<file path="src/rtl/id_pkg.sv">
package id_pkg;

    ////////////////////////////////////////////////////////////////////////////
    // Widths.
    ////////////////////////////////////////////////////////////////////////////

    localparam int WORD_W     = 32;
    localparam int REG_ADDR_W = 5;
    localparam int REG_COUNT  = 2 ** REG_ADDR_W;
    localparam int IMM_W      = 16;
    localparam int JIDX_W     = 26;
    localparam int OPCODE_W   = 6;
    localparam int FUNCT_W    = 6;

    typedef logic [WORD_W-1:0]     word_t;
    typedef logic [REG_ADDR_W-1:0] reg_addr_t;
    typedef logic [IMM_W-1:0]      imm_t;
    typedef logic [JIDX_W-1:0]     jidx_t;
    typedef logic [FUNCT_W-1:0]    funct_t;
    typedef logic [1:0]            alu_op_t;

    // Link register used by JAL.
    localparam reg_addr_t RA_REG = 5'd31;

    // ALU operation classes handed to the execute stage.
    localparam alu_op_t ALU_OP_ADD   = 2'b00;
    localparam alu_op_t ALU_OP_SUB   = 2'b01;
    localparam alu_op_t ALU_OP_FUNCT = 2'b10;
    localparam alu_op_t ALU_OP_IMM   = 2'b11;

    ////////////////////////////////////////////////////////////////////////////
    // Encodings.
    ////////////////////////////////////////////////////////////////////////////

    typedef enum logic [OPCODE_W-1:0] {
        OP_RTYPE = 6'h00,
        OP_J     = 6'h02,
        OP_JAL   = 6'h03,
        OP_BEQ   = 6'h04,
        OP_BNE   = 6'h05,
        OP_ADDI  = 6'h08,
        OP_SLTI  = 6'h0A,
        OP_ANDI  = 6'h0C,
        OP_ORI   = 6'h0D,
        OP_LUI   = 6'h0F,
        OP_LW    = 6'h23,
        OP_SW    = 6'h2B
    } opcode_e;

    // R-type funct codes that change the flow.
    localparam funct_t FUNCT_JR   = 6'h08;
    localparam funct_t FUNCT_JALR = 6'h09;

    typedef enum logic [2:0] {
        BR_NONE = 3'd0,
        BR_BEQ  = 3'd1,
        BR_BNE  = 3'd2,
        BR_J    = 3'd3,
        BR_JAL  = 3'd4,
        BR_JR   = 3'd5,
        BR_JALR = 3'd6
    } branch_e;

endpackage

</file>
<file path="src/rtl/id_decoder.sv">
`timescale 1ns/100ps

module id_decoder (
    input  id_pkg::word_t     i_instruction,

    output id_pkg::reg_addr_t o_rs,
    output id_pkg::reg_addr_t o_rt,
    output id_pkg::reg_addr_t o_rw,
    output id_pkg::imm_t      o_imm,
    output id_pkg::jidx_t     o_jidx,
    output id_pkg::branch_e   o_branch
);

    ////////////////////////////////////////////////////////////////////////////
    // Field slicing.
    ////////////////////////////////////////////////////////////////////////////

    id_pkg::opcode_e   opcode;
    id_pkg::funct_t    funct;
    id_pkg::reg_addr_t rt;
    id_pkg::reg_addr_t rd;

    assign opcode = id_pkg::opcode_e'(i_instruction[31:26]);
    assign funct  = i_instruction[5:0];
    assign rt     = i_instruction[20:16];
    assign rd     = i_instruction[15:11];

    assign o_rs   = i_instruction[25:21];
    assign o_rt   = rt;
    assign o_imm  = i_instruction[15:0];
    assign o_jidx = i_instruction[25:0];

    ////////////////////////////////////////////////////////////////////////////
    // Destination and branch kind.
    ////////////////////////////////////////////////////////////////////////////

    always_comb begin
        // Immediate forms write rt.
        o_rw     = rt;
        o_branch = id_pkg::BR_NONE;

        case (opcode)
            id_pkg::OP_RTYPE: begin
                o_rw = rd;
                if (funct == id_pkg::FUNCT_JR) begin
                    o_branch = id_pkg::BR_JR;
                end else if (funct == id_pkg::FUNCT_JALR) begin
                    o_branch = id_pkg::BR_JALR;
                end
            end
            id_pkg::OP_J: begin
                o_branch = id_pkg::BR_J;
            end
            id_pkg::OP_JAL: begin
                // Return address goes to the link register.
                o_rw     = id_pkg::RA_REG;
                o_branch = id_pkg::BR_JAL;
            end
            id_pkg::OP_BEQ: begin
                o_branch = id_pkg::BR_BEQ;
            end
            id_pkg::OP_BNE: begin
                o_branch = id_pkg::BR_BNE;
            end
            default: begin
                o_branch = id_pkg::BR_NONE;
            end
        endcase
    end

endmodule

</file>
<file path="src/rtl/id_control.sv">
`timescale 1ns/100ps

module id_control (
    input  id_pkg::word_t   i_instruction,

    output logic            o_reg_dst,
    output logic            o_reg_write,
    output logic            o_alu_src,
    output id_pkg::alu_op_t o_alu_op,
    output logic            o_mem_read,
    output logic            o_mem_write,
    output logic            o_mem_to_reg
);

    id_pkg::opcode_e opcode;
    id_pkg::funct_t  funct;

    assign opcode = id_pkg::opcode_e'(i_instruction[31:26]);
    assign funct  = i_instruction[5:0];

    ////////////////////////////////////////////////////////////////////////////
    // Main control table.
    ////////////////////////////////////////////////////////////////////////////

    always_comb begin
        // Everything off unless the opcode says otherwise.
        o_reg_dst    = 1'b0;
        o_reg_write  = 1'b0;
        o_alu_src    = 1'b0;
        o_alu_op     = id_pkg::ALU_OP_ADD;
        o_mem_read   = 1'b0;
        o_mem_write  = 1'b0;
        o_mem_to_reg = 1'b0;

        case (opcode)
            id_pkg::OP_RTYPE: begin
                o_reg_dst   = 1'b1;
                // JR only redirects the PC.
                o_reg_write = (funct != id_pkg::FUNCT_JR);
                o_alu_op    = id_pkg::ALU_OP_FUNCT;
            end
            id_pkg::OP_LW: begin
                o_alu_src    = 1'b1;
                o_mem_read   = 1'b1;
                o_mem_to_reg = 1'b1;
                o_reg_write  = 1'b1;
                o_alu_op     = id_pkg::ALU_OP_ADD;
            end
            id_pkg::OP_SW: begin
                o_alu_src   = 1'b1;
                o_mem_write = 1'b1;
                o_alu_op    = id_pkg::ALU_OP_ADD;
            end
            id_pkg::OP_BEQ,
            id_pkg::OP_BNE: begin
                // Compare by subtraction in the ALU.
                o_alu_op = id_pkg::ALU_OP_SUB;
            end
            id_pkg::OP_ADDI,
            id_pkg::OP_SLTI,
            id_pkg::OP_ANDI,
            id_pkg::OP_ORI,
            id_pkg::OP_LUI: begin
                o_alu_src   = 1'b1;
                o_reg_write = 1'b1;
                o_alu_op    = id_pkg::ALU_OP_IMM;
            end
            id_pkg::OP_JAL: begin
                o_reg_write = 1'b1;
            end
            id_pkg::OP_J: begin
                o_reg_write = 1'b0;
            end
            default: begin
                // Unknown opcode acts as a bubble.
                o_reg_write = 1'b0;
            end
        endcase
    end

endmodule

</file>
<file path="src/rtl/id_register_file.sv">
`timescale 1ns/100ps

module id_register_file (
    input  logic              i_clock,
    input  logic              i_rst_n,

    input  id_pkg::reg_addr_t i_rd_addr_a,
    input  id_pkg::reg_addr_t i_rd_addr_b,

    input  logic              i_we,
    input  id_pkg::reg_addr_t i_wr_addr,
    input  id_pkg::word_t     i_wr_data,

    output id_pkg::word_t     o_rd_data_a,
    output id_pkg::word_t     o_rd_data_b
);

    id_pkg::word_t regs [id_pkg::REG_COUNT];

    ////////////////////////////////////////////////////////////////////////////
    // Write port.
    ////////////////////////////////////////////////////////////////////////////

    always_ff @(posedge i_clock or negedge i_rst_n) begin
        if (!i_rst_n) begin
            for (int i = 0; i < id_pkg::REG_COUNT; i++) begin
                regs[i] <= '0;
            end
        end else if (i_we && (i_wr_addr != '0)) begin
            // Register zero is never written.
            regs[i_wr_addr] <= i_wr_data;
        end
    end

    ////////////////////////////////////////////////////////////////////////////
    // Read ports without write bypass.
    ////////////////////////////////////////////////////////////////////////////

    assign o_rd_data_a = (i_rd_addr_a == '0) ? '0 : regs[i_rd_addr_a];
    assign o_rd_data_b = (i_rd_addr_b == '0) ? '0 : regs[i_rd_addr_b];

endmodule

</file>
<file path="src/rtl/id_branch_unit.sv">
`timescale 1ns/100ps

module id_branch_unit #(
    parameter int PC_W = 11
) (
    input  id_pkg::branch_e i_branch,
    input  logic [PC_W-1:0] i_pc_next,
    input  id_pkg::word_t   i_imm_ext,
    input  id_pkg::jidx_t   i_jidx,
    input  id_pkg::word_t   i_data_a,
    input  id_pkg::word_t   i_data_b,

    output logic            o_taken,
    output logic [PC_W-1:0] o_target
);

    logic            operands_equal;
    logic [PC_W-1:0] branch_target;

    assign operands_equal = (i_data_a == i_data_b);

    // Word offset wraps in the PC width.
    assign branch_target = i_pc_next + i_imm_ext[PC_W-1:0];

    ////////////////////////////////////////////////////////////////////////////
    // Taken flag and target.
    ////////////////////////////////////////////////////////////////////////////

    always_comb begin
        o_taken  = 1'b0;
        o_target = i_pc_next;

        case (i_branch)
            id_pkg::BR_BEQ: begin
                o_taken  = operands_equal;
                o_target = branch_target;
            end
            id_pkg::BR_BNE: begin
                o_taken  = !operands_equal;
                o_target = branch_target;
            end
            id_pkg::BR_J,
            id_pkg::BR_JAL: begin
                o_taken  = 1'b1;
                o_target = i_jidx[PC_W-1:0];
            end
            id_pkg::BR_JR,
            id_pkg::BR_JALR: begin
                // Register jumps take the target from rs.
                o_taken  = 1'b1;
                o_target = i_data_a[PC_W-1:0];
            end
            default: begin
                o_taken  = 1'b0;
                o_target = i_pc_next;
            end
        endcase
    end

endmodule

</file>
<file path="src/rtl/id_stage.sv">
`timescale 1ns/100ps

module id_stage #(
    parameter int PC_W = 11
) (
    input  logic              i_clock,
    input  logic              i_rst_n,

    input  id_pkg::word_t     i_instruction,
    input  logic [PC_W-1:0]   i_pc_next,

    // Write-back port.
    input  logic              i_wb_we,
    input  id_pkg::reg_addr_t i_wb_addr,
    input  id_pkg::word_t     i_wb_data,

    // Operands for execute.
    output id_pkg::word_t     o_data_a,
    output id_pkg::word_t     o_data_b,
    output id_pkg::word_t     o_imm_ext,
    output id_pkg::reg_addr_t o_rs,
    output id_pkg::reg_addr_t o_rt,
    output id_pkg::reg_addr_t o_rw,

    // Flow change.
    output id_pkg::branch_e   o_branch,
    output logic              o_branch_taken,
    output logic [PC_W-1:0]   o_branch_target,

    // Control.
    output logic              o_reg_dst,
    output logic              o_reg_write,
    output logic              o_alu_src,
    output id_pkg::alu_op_t   o_alu_op,
    output logic              o_mem_read,
    output logic              o_mem_write,
    output logic              o_mem_to_reg
);

    id_pkg::imm_t  imm;
    id_pkg::jidx_t jidx;

    ////////////////////////////////////////////////////////////////////////////
    // Decode.
    ////////////////////////////////////////////////////////////////////////////

    id_decoder decoder_inst (
        .i_instruction (i_instruction),
        .o_rs          (o_rs),
        .o_rt          (o_rt),
        .o_rw          (o_rw),
        .o_imm         (imm),
        .o_jidx        (jidx),
        .o_branch      (o_branch)
    );

    id_control control_inst (
        .i_instruction (i_instruction),
        .o_reg_dst     (o_reg_dst),
        .o_reg_write   (o_reg_write),
        .o_alu_src     (o_alu_src),
        .o_alu_op      (o_alu_op),
        .o_mem_read    (o_mem_read),
        .o_mem_write   (o_mem_write),
        .o_mem_to_reg  (o_mem_to_reg)
    );

    // Sign extension.
    assign o_imm_ext = {{(id_pkg::WORD_W - id_pkg::IMM_W){imm[id_pkg::IMM_W-1]}}, imm};

    ////////////////////////////////////////////////////////////////////////////
    // Operands and branch resolution.
    ////////////////////////////////////////////////////////////////////////////

    id_register_file register_file_inst (
        .i_clock     (i_clock),
        .i_rst_n     (i_rst_n),
        .i_rd_addr_a (o_rs),
        .i_rd_addr_b (o_rt),
        .i_we        (i_wb_we),
        .i_wr_addr   (i_wb_addr),
        .i_wr_data   (i_wb_data),
        .o_rd_data_a (o_data_a),
        .o_rd_data_b (o_data_b)
    );

    id_branch_unit #(
        .PC_W (PC_W)
    ) branch_unit_inst (
        .i_branch  (o_branch),
        .i_pc_next (i_pc_next),
        .i_imm_ext (o_imm_ext),
        .i_jidx    (jidx),
        .i_data_a  (o_data_a),
        .i_data_b  (o_data_b),
        .o_taken   (o_branch_taken),
        .o_target  (o_branch_target)
    );

endmodule

</file>
<file path="config.mk">
export PLATFORM = sky130hd
export DESIGN_NAME = id_stage
export DESIGN_NICKNAME = d
export VERILOG_FILES = /design/src/rtl/id_pkg.sv /design/src/rtl/id_decoder.sv /design/src/rtl/id_control.sv /design/src/rtl/id_register_file.sv /design/src/rtl/id_branch_unit.sv /design/src/rtl/id_stage.sv
export SDC_FILE = /design/constraint.sdc
export NUM_CORES = 2
export LEC_CHECK = 0
export BUFFER_PORTS_ARGS = -buffer_cell sky130_fd_sc_hd__buf_4
export CAP_MARGIN = 10
export CORE_UTILIZATION = 40
export DETAILED_ROUTE_END_ITERATION = 16
export PLACE_DENSITY = 0.6
export SLEW_MARGIN = 20
export SYNTH_ARGS = -nofsm -noshare
export SYNTH_HDL_FRONTEND = slang
export SYNTH_SLANG_ARGS = --single-unit
</file>
<file path="constraint.sdc">
create_clock -name i_clock -period 3.63 [get_ports i_clock]
set_input_delay 0.5445 -clock i_clock [delete_from_list [all_inputs] [get_ports i_clock]]
set_output_delay 0.5445 -clock i_clock [all_outputs]
set_load 0.01 [all_outputs]
</file>
-- Word level (Yosys, flattened, before mapping)
Index checks and enable logic that the tools add are counted.
- register bits: 1024
- latch bits: 0
- bits in writable memories: 0
- ROM bits: 0
- input port bits: 83
- output and inout bits: 134
- word-level logic and storage cells: 99
- memories kept: 0
- $add $sub $neg: 1
- multiply operators: 0
- div/mod/pow operators: 0
- $lt $le $gt $ge: 4
- equal/unequal tests: 21
- shift-type cells: 0
- mux-type cells: 23
- bitwise gates (word level): 3
- reductions and logical operators: 15
- operators by type and width (operator ; count):
    1024-bit bitwise mux ; 1
    32-bit binary-select mux with 5-bit select ; 2
    32-bit 2-to-1 mux ; 7
    32-bit demux with 5-bit select ; 1
    6-bit by 4-bit == test with 1-bit output, second input constant ; 7
    11-bit one-hot mux with 3 select lines ; 1
    32-bit == test ; 1
    6-bit greater-or-equal comparator, second input constant ; 3
    5-bit NOT with 6-bit output ; 3
    3-bit one-hot mux with 5 select lines ; 1
    7-bit OR reduction ; 2
    6-bit by 2-bit == test with 1-bit output, second input constant ; 2
    6-bit by 3-bit == test with 1-bit output, second input constant ; 2
    6-bit == test, second input constant ; 2
    11-bit adder ; 1
    5-bit logical NOT ; 2
    5-bit one-hot mux with 2 select lines ; 1
    3-bit == test, second input constant ; 3
    2-bit OR reduction ; 4
    3-bit by 2-bit == test with 1-bit output, second input constant ; 2
    6-bit logical NOT ; 1
    6-bit by 1-bit < comparator with 1-bit output, second input constant ; 1
    3-bit 2-to-1 mux ; 2
    6-bit by 4-bit inequality test with 1-bit output, second input constant ; 1
    10 further kinds ; 14

-- Longest topological paths before layout
- word-level depth: 8
- depth in mapped cells: 16
- gate-level depth less buffers: 12

-- Hierarchy
Synthesis repeated with hierarchy kept, for this count alone.
- cells, all modules: 3934
- area, all modules: 56656.8 µm²
- by module, submodules not included (module ; times used ; cells an instance ; area an instance (µm²) ; sequential area each (µm²)):
    id_register_file ; 1 ; 3621 ; 54369.6 ; 25624.6
    id_branch_unit ; 1 ; 190 ; 1425.1 ; 0.0
    id_decoder ; 1 ; 84 ; 599.3 ; 0.0
    id_control ; 1 ; 23 ; 142.6 ; 0.0
    id_stage ; 1 ; 16 ; 120.1 ; 0.0

-- Least setup slack after synthesis
OpenSTA, ideal clock, no wires.
- path kind: input-to-output
- from: in i_instruction[21]
- to: out o_branch_taken
- arrival time: 3.343 ns
- slack: -0.258 ns
- stages: 13
- buffers on the path: 3
- cells stage by stage: buf_6 > buf_12 > or3b_2 > buf_2 > o221ai_1 > a211oi_1 > a211oi_1 > xnor2_1 > nand4_1 > or4_1 > and4bb_1 > xor2_1 > a21o_1
- cells in the longest elaborated chain, start to end: 8
- RTL lines (element ; line ; RTL):
    start: declaration ; id_stage.sv:9 ; input id_pkg::word_t i_instruction,
    5-bit NOT with 6-bit output (not written as such) ; id_register_file.sv:39 ; assign o_rd_data_a = (i_rd_addr_a == '0) ? '0 : regs[i_rd_addr_a];
    32-bit binary-select mux with 5-bit select ; id_register_file.sv:39 ;
    32-bit 2-to-1 mux (not written as such) (2 in series) ; id_register_file.sv:39 ;
    32-bit 2-to-1 mux * ; id_register_file.sv:39 ;
    named net o_data_a[16] ; id_stage.sv:18 ; output id_pkg::word_t o_data_a,
    32-bit == test * ; id_branch_unit.sv:20 ; assign operands_equal = (i_data_a == i_data_b);
    1-bit logical NOT ; id_branch_unit.sv:39 ; o_taken = !operands_equal;
    1-bit one-hot mux with 3 select lines * ; id_branch_unit.sv:33 ; case (i_branch)
    end: declaration ; id_stage.sv:27 ; output logic o_branch_taken,
Mark *: on every way through the listed nets, which the timed path passes. The rest lies on a longest branch. The select of a mux whose other input is x is not followed.

-- Worst setup path after layout
- from: in i_instruction[21]
- to: out o_branch_taken
- cells in the longest elaborated chain, start to end: 8
- RTL lines (element ; line):
    5-bit NOT with 6-bit output (not written as such) ; id_register_file.sv:39
    32-bit binary-select mux with 5-bit select ; id_register_file.sv:39
    32-bit 2-to-1 mux (not written as such) (2 in series) ; id_register_file.sv:39
    32-bit 2-to-1 mux * ; id_register_file.sv:39
    32-bit == test * ; id_branch_unit.sv:20
    1-bit logical NOT ; id_branch_unit.sv:39
    1-bit one-hot mux with 3 select lines * ; id_branch_unit.sv:33
Every way passes the cells marked *; elsewhere a longest branch is shown, timed or not. The select of a mux whose other input is x is not followed.

==> impl_metrics.csv <==
group,metric,value,unit
drt,wl,192100,µm
sta,worst_pin_slew,961.5,ps
floorplan,die_area,141800,µm²
setup_path,path_class,"input port to output pin",
status,status,"finished, violations left",
drt,wl_met1,82510,µm
floorplan,initial_core_util,40.26,%
clock_tree,cts-buffers-inserted,113,
synth,syn_area,56110,µm²
final_layout,top_regs,"register_file_inst.regs (1024)",
drt,top_layer_used,"met5",
clock_tree,cts_tree,"yes",
clock_tree,clockBufferDepth,3,
grt,grt_pass1_wl,281600,µm
drt,vias_per_cell,6.110,
grt,track_usage,27.22,%
job,max_cap_viol_count,0,
drt,drt_first_pass_iters,6,
sta,hold_violations,0,
floorplan,die_x,376.5,µm
clock_tree,clk_latency,760,ps
setup_path,crit_path_top_delay_cell,"mux4_2",
setup_path,crit_chain,"buf_12 -> buf_12 -> buf_12 -> mux4_2 -> mux2_2 -> a221oi_2 -> a211oi_2 -> xnor2_1 -> nand4_1 -> nor4_4 -> and4bb_4 -> xor2_1 -> a21o_1 -> buf_6",
synth,syn_avg_cell_area,14.50,µm²
sta,rsz0062_at_grt,"true",
final_layout,area_delta_synth_final,20.12,%
setup_path,path_buf_inv,4,
placed_design,place_area,63170,µm²
final_layout,layout_commonest_cell,"mux2_2",
final_layout,design_area,67400,µm²
synth,yosysWarnings,0,
drt,dr.first_iter.drc_count,3693,
final_layout,largest_reg_flops,1024,
drt,postRouteAntennaNets,0,
grt,grt_pass1_vias,39030,
final_layout,drive_gt1_share,56.89,%
drt,route.detailed.drc,0,
pwr,leakagePower,29.94,nW
synth,synth-seq-area-share,45.67,%
drt,wl_met3,11900,µm
setup_path,arrival,4140,ps
clock_tree,clkTransAtPathRegs,60,ps
clock_tree,cts_sinks,1024,
placed_design,portBuffers,216,
status,failed_checks,"negative setup slack",
pwr,powerDensity,525.9,nW/µm²
synth,ys_seq_elements,1024,
sta,max-slew-margin-rel,35.90,%
floorplan,die-height,376.5,µm
placed_design,hpwl,125700,µm
pwr,vdd_drop_max,494.4,µV
sta,setup_viol,1,
sta,fin_ws,-1058,ps
synth,synthDistinctLibCells,71,
final_layout,regMostFlops,"register_file_inst.regs",
setup_path,start_kind,"input port",
setup_path,critPathMaxStageDelay,510,ps
setup_path,path_delay_family,"simple AND/OR/NAND/NOR gates",
sta,max_freq,213.3,MHz
synth,netlist_instances,3870,
clock_tree,root_buffer,"clkbuf_16",
floorplan,io_pins,217,
drt,wire_per_inst,30.75,µm
sta,clock_skew,0,ps
setup_path,cp-end-kind,"output pin",
drt,met2_length,90770,µm
sta,period_needed,4688,ps
sta,finalCritPeriodShare,129.1,%
final_layout,mostFrequentLayoutCells,"mux2_2, dfrtp_1, buf_4, mux4_2, mux2i_1",
setup_path,crit_fanout,22,
synth,syn_nets,3964,
final_layout,nNetsFinal,4378,
pwr,total_power,35.44,mW
drt,via_count,38180,
clock_tree,ctsHtreeMaxLevel,3,
placed_design,gp_congestion,0.8566,
setup_path,crit_top_cell,"buf_12",
setup_path,cp_data_required_time,3090,ps
hold_path,holdCritPathClass,"input port to flip-flop",
synth,async_flop_share,100.0,%
grt,overflow,0,
grt,antenna_found_initial,6,
sta,slew_violations,0,
final_layout,utilization,48.36,%
synth,synth_edf_count,0,
floorplan,rows,137,
grt,grt_max_degree,83,
floorplan,core,139400,µm²
synth,synth_ff_type,"dfrtp_1",
[report_power, final]
| group | switching [mW] | leakage [nW] | internal (mW) |
|---|---|---|---|
| Combinational | 3.28 | 14.9 | 4.92 |
| Sequential | 1.58 | 13.1 | 13.6 |
| Clock | 5.00 | 1.90 | 7.06 |
| Total | 9.86 | 29.9 | 25.6 |
[final timing paths]
kind | to | cells after the start | from | slack, ps
setup / recovery | o_branch_taken | 14 | i_instruction[21] | -1060
hold / removal | register_file_inst.regs[753]$_DFFE_PN0P_ | 2 | i_wb_data[17] | 280
setup reg to reg | register_file_inst.regs[760]$_DFFE_PN0P_ | 2 | register_file_inst.regs[760]$_DFFE_PN0P_ | 2720
hold reg to reg | register_file_inst.regs[996]$_DFFE_PN0P_ | 0 | register_file_inst.regs[996]$_DFFE_PN0P_ | 370
max in group asynchronous | register_file_inst.regs[729]$_DFFE_PN0P_ | 4 | i_rst_n | 2170
min in group asynchronous | register_file_inst.regs[323]$_DFFE_PN0P_ | 2 | i_rst_n | 370
[routing by layer]
layer / track usage (%) / up-vias
li1: - / 15650
met1: 38.05 / 20780
met2: 43.03 / 1417
met3: 4.221 / 330
met4: 9.656 / 4
met5: 0 / -
[kinds of logic after synthesis]
family	share of synthesized area, %
buffers and inverters	4.676
xor gates and xnor gates	0.6868
adders and majority gates	0.2587
DFF	45.67
muxes	41.51
and+or+nand+nor	2.522
AOI/OAI and AO/OA	4.678
[cell type report]
class / instances / area (µm²)
antenna: 3 / 7.507
clock buffer: 161 / 3331
clock inverter: 40 / 523.0
fill: 12010 / 71960
inverter: 17 / 68.82
multi-input combinational: 2359 / 28230
sequential: 1024 / 25620
tap: 1876 / 2347
timing repair buffer: 769 / 7266
[synthesized netlist by cell type (59+ instances only)]
cell | number | share of area (%)
mux2i_1 | 217 | 3.9
buf_1 | 62 | 0.41
buf_4 | 80 | 1.1
mux4_2 | 392 | 16
a21oi_1 | 72 | 0.64
a22oi_1 | 89 | 1.2
o221ai_1 | 59 | 0.92
nor2_1 | 61 | 0.41
nand2_1 | 91 | 0.61
dfrtp_1 | 1024 | 46
mux2_2 | 1040 | 21
clkbuf_1 | 226 | 1.5
[through the flow]
stage	setup TNS (ps)	cells	hold WS [ps]	setup WS (ps)
finish	-1058	6249	283.8	-1058
global placement	-2482	6026	360.7	-1522
global route	-1338	6248	298.0	-1172
floorplan	0	3870	248.9	4.105
CTS	-1267	6237	240.7	-1134
detailed placement	-2455	6026	359.5	-1481
[repair_timing]
action | 4_1_cts | 5_1_grt
hold buffers | 1 | 0
endpoints found under the setup margin | 9 | 8
setup buffers | 9 | 12
gates cloned | 1 | 0
endpoints found under the hold margin | 48 | 0
gates resized for setup | 28 | 32
pin swaps | 6 | 21
No activity file was read; power rests on OpenSTA's default activity.
